## config.mk

```make
export PLATFORM = sky130hd
export DESIGN_NAME = simple_dma
export DESIGN_NICKNAME = d
export VERILOG_FILES = /design/src/common/mst_pkg.sv /design/src/common/dma_pkg.sv /design/src/common/mst_cmd_if.sv /design/src/hw/simple_dma.sv /design/src/mst/mst_cmd_fsm.sv /design/src/dma/dma_xfer_counter.sv /design/src/dma/dma_sequencer.sv /design/src/hw/data_fifo.sv /design/src/hw/dma_regs.sv
export VERILOG_INCLUDE_DIRS = /design/src /design/src/common
export SDC_FILE = /design/constraint.sdc
export NUM_CORES = 1
export LEC_CHECK = 0
export ABC_AREA = 1
export BUFFER_PORTS_ARGS = -buffer_cell sky130_fd_sc_hd__buf_2
export CORE_UTILIZATION = 41
export DETAILED_ROUTE_END_ITERATION = 10
export GPL_TIMING_DRIVEN = 0
export HOLD_SLACK_MARGIN = 0.03
export PLACE_DENSITY = 0.61
export SKIP_CTS_REPAIR_TIMING = 1
export SLEW_MARGIN = 15
export SYNTH_ARGS = -nofsm -noshare
export SYNTH_HDL_FRONTEND = slang
export SYNTH_SLANG_ARGS = --single-unit
```

## constraint.sdc

```tcl
create_clock -name Bus2IP_Clk -period 2.5 [get_ports Bus2IP_Clk]
set_input_delay 0.25 -clock Bus2IP_Clk [delete_from_list [all_inputs] [get_ports Bus2IP_Clk]]
set_output_delay 0.25 -clock Bus2IP_Clk [all_outputs]
set_load 0.02 [all_outputs]
```

## src/common/dma_params.svh

```systemverilog
`ifndef DMA_PARAMS_SVH
`define DMA_PARAMS_SVH

// ------------------------------------------------------------
// bus widths
// ------------------------------------------------------------
`define DMA_DATA_W 32
`define DMA_ADDR_W 32

// number of software registers on the slave side
`define DMA_NUM_REGS 4

// words held between a read batch and its write batch
`define DMA_FIFO_DEPTH 16

// address step per single-beat transfer
`define DMA_WORD_BYTES 4

// value software writes to the go register to start a transfer
`define DMA_GO_KEY 32'h0000_00CC

`endif
```

## src/common/mst_pkg.sv

```systemverilog
`default_nettype none

`include "dma_params.svh"

package mst_pkg;

  // one data beat on the master read or write path
  typedef logic [`DMA_DATA_W-1:0] mst_data_t;

  // single-beat command machine
  // idle -> run (request out) -> wait (acked, no cmplt yet) -> done
  typedef enum logic [1:0] {
    CMD_IDLE,
    CMD_RUN,
    CMD_WAIT,
    CMD_DONE
  } cmd_state_t;

endpackage

`default_nettype wire

```

## src/common/dma_pkg.sv

```systemverilog
`default_nettype none

`include "dma_params.svh"

package dma_pkg;

  // byte address on the master side
  typedef logic [`DMA_ADDR_W-1:0] dma_addr_t;

  // byte count, programmed and remaining
  typedef logic [31:0] dma_len_t;

  // one-hot register select, register 0 sits at the msb
  typedef logic [`DMA_NUM_REGS-1:0] dma_ce_t;

  // what software programs before writing the key
  typedef struct packed {
    dma_addr_t src;
    dma_addr_t dst;
    dma_len_t  len;
  } dma_cfg_t;

  // batch sequencer states
  typedef enum logic [2:0] {
    SEQ_IDLE,
    SEQ_RD_CHECK,
    SEQ_RD_WAIT,
    SEQ_WR_CHECK,
    SEQ_WR_WAIT
  } seq_state_t;

endpackage

`default_nettype wire

```

## src/common/mst_cmd_if.sv

```systemverilog
`timescale 1ns/1ps
`default_nettype none

// one master command, from the sequencer and counter to the command FSM
interface mst_cmd_if
  import dma_pkg::*;
();

  // one-cycle strobe, only while ready
  logic      go;
  // high for a read from src, low for a write to dst
  logic      rd;
  // address of the command, picked by rd in the counter
  dma_addr_t addr;
  // command FSM is idle
  logic      ready;
  // one-cycle strobe, exactly one per go
  logic      done;

  modport seq (output go, output rd, input ready, input done);
  modport ctr (input rd, input done, output addr);
  modport cmd (input go, input rd, input addr, output ready, output done);

endinterface

`default_nettype wire

```

## src/hw/simple_dma.sv

```systemverilog
`timescale 1ns/1ps
`default_nettype none

module simple_dma
  import dma_pkg::*;
  import mst_pkg::*;
(
  input  wire logic      Bus2IP_Clk,
  input  wire logic      rst,
  // slave register port
  input  wire mst_data_t bus2ip_data,
  input  wire dma_ce_t   bus2ip_wrce,
  input  wire dma_ce_t   bus2ip_rdce,
  output mst_data_t      ip2bus_data,
  output logic           ip2bus_wrack,
  output logic           ip2bus_rdack,
  // master port
  input  wire logic      bus2ip_mst_cmdack,
  input  wire logic      bus2ip_mst_cmplt,
  input  wire mst_data_t bus2ip_mstrd_d,
  input  wire logic      bus2ip_mstrd_src_rdy_n,
  input  wire logic      bus2ip_mstwr_dst_rdy_n,
  output logic           ip2bus_mstrd_req,
  output logic           ip2bus_mstwr_req,
  output dma_addr_t      ip2bus_mst_addr,
  output mst_data_t      ip2bus_mstwr_d
);

  dma_cfg_t cfg;
  logic     start;
  logic     busy;
  logic     xfer_load;
  logic     len_zero;
  logic     fifo_full;
  logic     fifo_empty;
  logic     fifo_push;
  logic     fifo_pop;

  mst_cmd_if u_cmd_if ();

  // a key write during a transfer must not restart the counters
  assign xfer_load = start && !busy;

  // read beats land in the FIFO, write beats leave it
  assign fifo_push = !bus2ip_mstrd_src_rdy_n;
  assign fifo_pop  = !bus2ip_mstwr_dst_rdy_n;

  dma_regs u_regs (
    .Bus2IP_Clk(Bus2IP_Clk), .rst(rst),
    .bus2ip_data(bus2ip_data), .bus2ip_wrce(bus2ip_wrce), .bus2ip_rdce(bus2ip_rdce),
    .busy(busy), .ip2bus_data(ip2bus_data),
    .ip2bus_wrack(ip2bus_wrack), .ip2bus_rdack(ip2bus_rdack),
    .cfg(cfg), .start(start)
  );

  dma_sequencer u_seq (
    .Bus2IP_Clk(Bus2IP_Clk), .rst(rst), .start(start),
    .fifo_full(fifo_full), .fifo_empty(fifo_empty), .len_zero(len_zero),
    .busy(busy), .cmd(u_cmd_if.seq)
  );

  dma_xfer_counter u_ctr (
    .Bus2IP_Clk(Bus2IP_Clk), .rst(rst), .start(xfer_load), .cfg(cfg),
    .len_zero(len_zero), .cmd(u_cmd_if.ctr)
  );

  mst_cmd_fsm u_cmd (
    .Bus2IP_Clk(Bus2IP_Clk), .rst(rst), .cmd(u_cmd_if.cmd),
    .bus2ip_mst_cmdack(bus2ip_mst_cmdack), .bus2ip_mst_cmplt(bus2ip_mst_cmplt),
    .mstrd_req(ip2bus_mstrd_req), .mstwr_req(ip2bus_mstwr_req),
    .mst_addr(ip2bus_mst_addr)
  );

  data_fifo u_fifo (
    .Bus2IP_Clk(Bus2IP_Clk), .rst(rst),
    .push(fifo_push), .din(bus2ip_mstrd_d),
    .pop(fifo_pop), .dout(ip2bus_mstwr_d),
    .full(fifo_full), .empty(fifo_empty)
  );

endmodule

`default_nettype wire

```

## src/mst/mst_cmd_fsm.sv

```systemverilog
`timescale 1ns/1ps
`default_nettype none

module mst_cmd_fsm
  import dma_pkg::*;
  import mst_pkg::*;
(
  input  wire logic Bus2IP_Clk,
  input  wire logic rst,
  mst_cmd_if.cmd    cmd,
  input  wire logic bus2ip_mst_cmdack,
  input  wire logic bus2ip_mst_cmplt,
  output logic      mstrd_req,
  output logic      mstwr_req,
  output dma_addr_t mst_addr
);

  cmd_state_t state_q;

  // ----------------------------------------------------------
  // state and request lines
  // ----------------------------------------------------------
  always_ff @(posedge Bus2IP_Clk)
  begin
    if (rst)
    begin
      state_q   <= CMD_IDLE;
      mstrd_req <= 1'b0;
      mstwr_req <= 1'b0;
    end
    else
    begin
      case (state_q)
        CMD_IDLE:
          if (cmd.go)
          begin
            // request goes out the cycle after go
            state_q   <= CMD_RUN;
            mstrd_req <= cmd.rd;
            mstwr_req <= !cmd.rd;
          end
        CMD_RUN:
          // cmplt may arrive with or without a separate cmdack
          if (bus2ip_mst_cmplt)
          begin
            state_q   <= CMD_DONE;
            mstrd_req <= 1'b0;
            mstwr_req <= 1'b0;
          end
          else if (bus2ip_mst_cmdack)
          begin
            state_q   <= CMD_WAIT;
            mstrd_req <= 1'b0;
            mstwr_req <= 1'b0;
          end
        CMD_WAIT:
          if (bus2ip_mst_cmplt)
            state_q <= CMD_DONE;
        CMD_DONE:
          // one cycle of done, then ready again
          state_q <= CMD_IDLE;
        default:
          state_q <= CMD_IDLE;
      endcase
    end
  end

  // address is captured with the command and held through the transfer
  always_ff @(posedge Bus2IP_Clk)
  begin
    if (state_q == CMD_IDLE && cmd.go)
      mst_addr <= cmd.addr;
  end

  assign cmd.ready = (state_q == CMD_IDLE);
  assign cmd.done  = (state_q == CMD_DONE);

  // single-beat master, one direction at a time
  a_req_excl: assert property (@(posedge Bus2IP_Clk) disable iff (rst)
    !(mstrd_req && mstwr_req));

endmodule

`default_nettype wire

```

## src/dma/dma_xfer_counter.sv

```systemverilog
`timescale 1ns/1ps
`default_nettype none

`include "dma_params.svh"

module dma_xfer_counter
  import dma_pkg::*;
(
  input  wire logic     Bus2IP_Clk,
  input  wire logic     rst,
  input  wire logic     start,
  input  wire dma_cfg_t cfg,
  output logic          len_zero,
  mst_cmd_if.ctr        cmd
);

  // working copies, the programmed values stay readable in the regs
  dma_addr_t src_q;
  dma_addr_t dst_q;
  dma_len_t  remain_q;

  always_ff @(posedge Bus2IP_Clk)
  begin
    if (rst)
    begin
      src_q    <= '0;
      dst_q    <= '0;
      remain_q <= '0;
    end
    else if (start)
    begin
      src_q    <= cfg.src;
      dst_q    <= cfg.dst;
      remain_q <= cfg.len;
    end
    else if (cmd.done)
    begin
      if (cmd.rd)
      begin
        src_q <= src_q + dma_addr_t'(`DMA_WORD_BYTES);
        // a partial last word still moves a full word, clamp at zero
        if (remain_q > dma_len_t'(`DMA_WORD_BYTES))
          remain_q <= remain_q - dma_len_t'(`DMA_WORD_BYTES);
        else
          remain_q <= '0;
      end
      else
      begin
        dst_q <= dst_q + dma_addr_t'(`DMA_WORD_BYTES);
      end
    end
  end

  // address for the next command follows its direction
  assign cmd.addr = cmd.rd ? src_q : dst_q;
  assign len_zero = (remain_q == '0);

endmodule

`default_nettype wire

```

## src/dma/dma_sequencer.sv

```systemverilog
`timescale 1ns/1ps
`default_nettype none

module dma_sequencer
  import dma_pkg::*;
(
  input  wire logic  Bus2IP_Clk,
  input  wire logic  rst,
  input  wire logic  start,
  input  wire logic  fifo_full,
  input  wire logic  fifo_empty,
  input  wire logic  len_zero,
  output logic       busy,
  mst_cmd_if.seq     cmd
);

  seq_state_t state_q;
  logic       go_q;
  logic       rd_q;

  // ----------------------------------------------------------
  // read batch until FIFO full or no bytes left,
  // then write batch until FIFO empty, repeat
  // ----------------------------------------------------------
  always_ff @(posedge Bus2IP_Clk)
  begin
    if (rst)
    begin
      state_q <= SEQ_IDLE;
      go_q    <= 1'b0;
      rd_q    <= 1'b0;
    end
    else
    begin
      // go is a single-cycle strobe
      go_q <= 1'b0;
      case (state_q)
        SEQ_IDLE:
          // start outside idle is dropped here
          if (start)
            state_q <= SEQ_RD_CHECK;
        SEQ_RD_CHECK:
          if (fifo_full || len_zero)
            state_q <= SEQ_WR_CHECK;
          else if (cmd.ready)
          begin
            go_q    <= 1'b1;
            rd_q    <= 1'b1;
            state_q <= SEQ_RD_WAIT;
          end
        SEQ_RD_WAIT:
          // counter and FIFO have both stepped by the time done is seen
          if (cmd.done)
            state_q <= SEQ_RD_CHECK;
        SEQ_WR_CHECK:
          if (fifo_empty)
          begin
            if (len_zero)
              state_q <= SEQ_IDLE;
            else
              state_q <= SEQ_RD_CHECK;
          end
          else if (cmd.ready)
          begin
            go_q    <= 1'b1;
            rd_q    <= 1'b0;
            state_q <= SEQ_WR_WAIT;
          end
        SEQ_WR_WAIT:
          if (cmd.done)
            state_q <= SEQ_WR_CHECK;
        default:
          state_q <= SEQ_IDLE;
      endcase
    end
  end

  // rd holds from go until the next go, the counter reads it on done
  assign cmd.go  = go_q;
  assign cmd.rd  = rd_q;
  assign busy    = (state_q != SEQ_IDLE);

  // command FSM takes a go only while it is idle
  a_go_ready: assert property (@(posedge Bus2IP_Clk) disable iff (rst) cmd.go |-> cmd.ready);

endmodule

`default_nettype wire

```

## src/hw/data_fifo.sv

```systemverilog
`timescale 1ns/1ps
`default_nettype none

`include "dma_params.svh"

module data_fifo
  import mst_pkg::*;
#(
  parameter int depth = `DMA_FIFO_DEPTH
)
(
  input  wire logic      Bus2IP_Clk,
  input  wire logic      rst,
  input  wire logic      push,
  input  wire mst_data_t din,
  input  wire logic      pop,
  output mst_data_t      dout,
  output logic           full,
  output logic           empty
);

  // depth is a power of two, so pointers wrap on their own
  localparam int ptr_w = $clog2(depth);

  mst_data_t        mem [depth];
  logic [ptr_w-1:0] wr_ptr_q;
  logic [ptr_w-1:0] rd_ptr_q;
  // one extra bit so a full buffer is told apart from an empty one
  logic [ptr_w:0]   count_q;

  // storage only
  always_ff @(posedge Bus2IP_Clk)
  begin
    if (push)
      mem[wr_ptr_q] <= din;
  end

  always_ff @(posedge Bus2IP_Clk)
  begin
    if (rst)
    begin
      wr_ptr_q <= '0;
      rd_ptr_q <= '0;
      count_q  <= '0;
    end
    else
    begin
      if (push)
        wr_ptr_q <= wr_ptr_q + 1'b1;
      if (pop)
        rd_ptr_q <= rd_ptr_q + 1'b1;
      // push and pop together leave the count alone
      if (push && !pop)
        count_q <= count_q + 1'b1;
      else if (pop && !push)
        count_q <= count_q - 1'b1;
    end
  end

  // head word shows without a pop, write data path reads it directly
  assign dout  = mem[rd_ptr_q];
  assign full  = (count_q == (ptr_w+1)'(depth));
  assign empty = (count_q == '0);

  // read batches stop at full and writes only run while not empty
  a_no_overflow:  assert property (@(posedge Bus2IP_Clk) disable iff (rst) push |-> !full);
  a_no_underflow: assert property (@(posedge Bus2IP_Clk) disable iff (rst) pop |-> !empty);

endmodule

`default_nettype wire

```

## src/hw/dma_regs.sv

```systemverilog
`timescale 1ns/1ps
`default_nettype none

`include "dma_params.svh"

module dma_regs
  import dma_pkg::*;
  import mst_pkg::*;
(
  input  wire logic      Bus2IP_Clk,
  input  wire logic      rst,
  input  wire mst_data_t bus2ip_data,
  input  wire dma_ce_t   bus2ip_wrce,
  input  wire dma_ce_t   bus2ip_rdce,
  input  wire logic      busy,
  output mst_data_t      ip2bus_data,
  output logic           ip2bus_wrack,
  output logic           ip2bus_rdack,
  output dma_cfg_t       cfg,
  output logic           start
);

  // register selects, reg 0 on the msb of the chip enables
  localparam dma_ce_t ce_src = dma_ce_t'(1) << (`DMA_NUM_REGS - 1);
  localparam dma_ce_t ce_dst = dma_ce_t'(1) << (`DMA_NUM_REGS - 2);
  localparam dma_ce_t ce_len = dma_ce_t'(1) << (`DMA_NUM_REGS - 3);
  localparam dma_ce_t ce_go  = dma_ce_t'(1) << (`DMA_NUM_REGS - 4);

  // ----------------------------------------------------------
  // register writes
  // ----------------------------------------------------------
  always_ff @(posedge Bus2IP_Clk)
  begin
    if (rst)
    begin
      cfg   <= '0;
      start <= 1'b0;
    end
    else
    begin
      // strobe in the cycle after the key write
      start <= (bus2ip_wrce == ce_go) && (bus2ip_data == mst_data_t'(`DMA_GO_KEY));
      case (bus2ip_wrce)
        ce_src: cfg.src <= dma_addr_t'(bus2ip_data);
        ce_dst: cfg.dst <= dma_addr_t'(bus2ip_data);
        ce_len: cfg.len <= dma_len_t'(bus2ip_data);
        default: ;
      endcase
    end
  end

  // ----------------------------------------------------------
  // read mux and acks, all same-cycle
  // ----------------------------------------------------------
  always_comb
  begin
    case (bus2ip_rdce)
      ce_src: ip2bus_data = mst_data_t'(cfg.src);
      ce_dst: ip2bus_data = mst_data_t'(cfg.dst);
      ce_len: ip2bus_data = mst_data_t'(cfg.len);
      // go register reads back engine status
      ce_go:  ip2bus_data = {{(`DMA_DATA_W-1){1'b0}}, busy};
      default: ip2bus_data = '0;
    endcase
  end

  assign ip2bus_wrack = |bus2ip_wrce;
  assign ip2bus_rdack = |bus2ip_rdce;

  // the bus decoder selects at most one register per access
  a_ce_onehot: assert property (@(posedge Bus2IP_Clk) disable iff (rst)
    $onehot0(bus2ip_wrce) && $onehot0(bus2ip_rdce) && !(|bus2ip_wrce && |bus2ip_rdce));

endmodule

`default_nettype wire

```

==> flow_metrics.py <==
metrics = {
    "run_status": {
        "status": "finished with violations",
        "violations": "design-rule violations, negative setup slack",
    },
    "routing": {
        "wire_per_inst_microns": 23.5,
        "avgViaCountPerCell": 5.59,
        "drt-total-wl_mm": 111,
        "drt_iter0_markers": 2956,
        "antenna_left": 0,
        "remaining_drc_errors": 4,
        "num_vias": 26500,
        "drtPass1Iterations": 10,
    },
    "layout": {
        "drive_gt1_frac": 0.154,
        "areaGrowthSynthToFinish_pct": 21.7,
        "fillCellCount": 7258,
        "final_nets": 3714,
    },
    "global_routing": {
        "top_usage_layer": "met2",
        "grt_max_degree": 33,
        "grt.met3_usage": 0.0434,
        "grt_overflow": 0,
        "antenna_found_initial": 5,
        "grt_pass1_wl_mm": 158,
        "grt.met1_usage": 0.357,
        "met2_usage": 0.410,
        "grt_pass1_vias": 24400,
        "grt_use_total": 0.260,
    },
    "logic_synthesis": {
        "postSynthAreaPerCell_sq_um": 10.3,
        "syn_nets": 3345,
        "async_reset_ff_frac": 0,
        "synth_cells": 3248,
        "synthTopCellsByArea": "edfxtp_1, dfxtp_1, nand2_1",
        "synth_cell_type_count": 50,
        "synth_common_cells": "edfxtp_1, nand2_1, inv_1, a21oi_1, o21ai_0",
        "yosysWarnings": 0,
        "yosysTopAreaCell": "edfxtp_1",
        "synth_ff_type": "edfxtp_1",
        "synth_seq_cells": 763,
        "synth_top_area_share": 0.487,
        "post-synth-top-count-cell": "edfxtp_1",
        "synth-edff-count": 544,
        "syn_area_sq_um": 33500,
        "synth_seq_area_share": 0.618,
    },
    "timing": {
        "finClkSkew_ps": 69.8,
        "tightest_slew_ps": 873,
        "drv_slew": 0,
        "relSlewSlack": 0.418,
        "fin_tns_setup_ps": -4390,
        "setup_ws_ps": -267,
        "rsz0062_at_grt": "true",
        "setup_violations": 32,
        "holdWs_ps": 31.8,
        "hold_violations": 0,
        "final.period_utilization": 1.11,
        "period_needed_ps": 2770,
        "fmax_ghz": 0.361,
    },
    "critical_path": {
        "r2r_slack_ps": 120,
        "critical_path_required_ps": 2250,
        "critical_path_class": "reg -> out",
        "cp.arrival_ps": 2520,
        "cp_max_fo": 7,
        "reg2reg_depth": 7,
        "end_kind": "output pin",
        "crit_path_start_kind": "flop",
    },
    "place": {
        "pre_cts_ws_ps": -321,
        "numPortBuffers": 176,
        "dp_hpwl_mm": 78.1,
        "gp_congestion": 0.972,
    },
    "worst_hold_path": {
        "worstHoldPathCells": 4,
        "worst_hold_path_type": "in -> reg",
    },
    "power": {
        "p_total_mw": 29.1,
        "leakagePower_nw": 14.9,
        "ir_drop_mv": 0.487,
        "power.density_nw_per_um2": 713,
    },
    "clocking": {
        "cts_buffers": 81,
        "clock-sinks": 763,
        "cts_max_level": 3,
        "clk_pin_slew_ps": 60,
        "cts-root-buf": "clkbuf_16",
        "clk_latency_ps": 680,
        "tritoncts": "built",
        "clk_path_buf_depth": 3,
    },
    "die": {
        "initial_core_util": 0.416,
        "die_h_microns": 288,
        "core_area_sq_um": 80700,
        "std_cell_rows": 104,
        "num_io_pins": 178,
        "dieArea_sq_um": 83000,
        "dieWidth_microns": 288,
    },
    "run": {
        "maxCapViolations": 0,
    },
}
critical path: stages, from the launching register on:
cell and delay [ps]:
dfxtp_4 390, buf_12 160, clkbuf_16 170, buf_12 150, mux2i_1 120, o211ai_1 300
nand3_1 210, nand2_2 190, buf_6 140
path summary, 6_finish.rpt:
check	start	to
worst min-delay path	bus2ip_wrce[3]	u_regs.start
worst max register to register	u_cmd.state_q[0]	u_ctr.remain_q[26]
worst max-delay path	flop	ip2bus_mstwr_d[11]
worst min register to register	u_fifo.rd_ptr_q[3]	flop
registers in the layout (all words and copies together), names as in the netlist, named ones only:
name,count
u_seq.state_q,3
u_fifo.rd_ptr_q,4
u_regs.start,1
u_cmd.state_q,2
u_cmd.mstrd_req,1
u_cmd.mstwr_req,1
u_seq.cmd.go,1
u_fifo.count_q,5
u_regs.cfg,96
u_ctr.dst_q,32
u_ctr.remain_q,32
u_ctr.src_q,32
u_fifo.mem,512
u_seq.cmd.rd,1
u_cmd.mst_addr,32
u_fifo.wr_ptr_q,4
through the flow:
step	instance area, sq um	std cells	utilization
4_1_cts	39200	4650	0.485
3_3_place_gp	35700	4484	0.443
3_5_place_dp	36400	4505	0.451
6_report	40800	4742	0.506
2_1_floorplan	33500	3248	-
5_1_grt	40800	4742	0.506
area by class of cell:
type,count,area [sq um],area share
tap,1060,1330,0.0325
buffer,171,1200,0.0294
clock inverter,40,594,0.0146
clock buffer,105,2180,0.0533
sequential,763,20700,0.508
timing repair buffer,287,2530,0.0620
antenna,3,7.51,0.000184
multi-input combinational,1913,10800,0.263
inverter,400,1500,0.0368
per-layer routing:
metal / vias to the layer above / wire length (microns) / share of wire
met1: 12900 / 46300 / 0.42
met5: - / 41 / 0.00037
met2: 1213 / 51400 / 0.46
li1: 12200 / - / -
met4: 6 / 3950 / 0.035
met3: 213 / 9660 / 0.087
cell usage in the layout (no fill, tap or decap), types with 11 or more instances in the layout:
| master | instances |
|---|---|
| inv_1 | 384 |
| clkinv_1 | 11 |
| nand3_1 | 128 |
| buf_2 | 180 |
| mux2i_1 | 119 |
| nand4_1 | 33 |
| buf_12 | 23 |
| o22ai_1 | 41 |
| buf_16 | 17 |
| clkbuf_16 | 87 |
| dlygate4sd3_1 | 66 |
| clkbuf_1 | 74 |
| xor2_1 | 33 |
| nor3_1 | 26 |
| nand2_1 | 399 |
| inv_2 | 13 |
| dfxtp_1 | 216 |
| clkinv_2 | 11 |
| o221ai_1 | 21 |
| nor2_2 | 12 |
| nand2_2 | 26 |
| a31oi_1 | 13 |
| ha_1 | 18 |
| o211ai_1 | 138 |
| edfxtp_1 | 544 |
| a21oi_1 | 304 |
| buf_4 | 29 |
| clkbuf_2 | 37 |
| o21ai_0 | 285 |
| buf_6 | 25 |
| nor2_4 | 20 |
| o21ai_1 | 52 |
| nor2_1 | 187 |
logic make-up (layout without fill, tap and decap cells):
kind of cell / after synthesis / after routing / share of synthesized area
compound gates: 869 / 869 / 0.145
simple gates: 859 / 859 / 0.111
flops: 763 / 763 / 0.618
buf+inv: 572 / 1003 / 0.0706
mux: 128 / 128 / 0.0382
xor+xnor: 38 / 38 / 0.00992
fa+ha+maj: 19 / 19 / 0.00731
other cells: 0 / 3 / 0
where the power goes:
group,internal (mW),switching (mW)
Sequential,13.7,0.112
Combinational,0.973,1.73
Clock,7.28,5.28
Total,22.0,7.12
No activity file was read; power rests on OpenSTA's default activity.
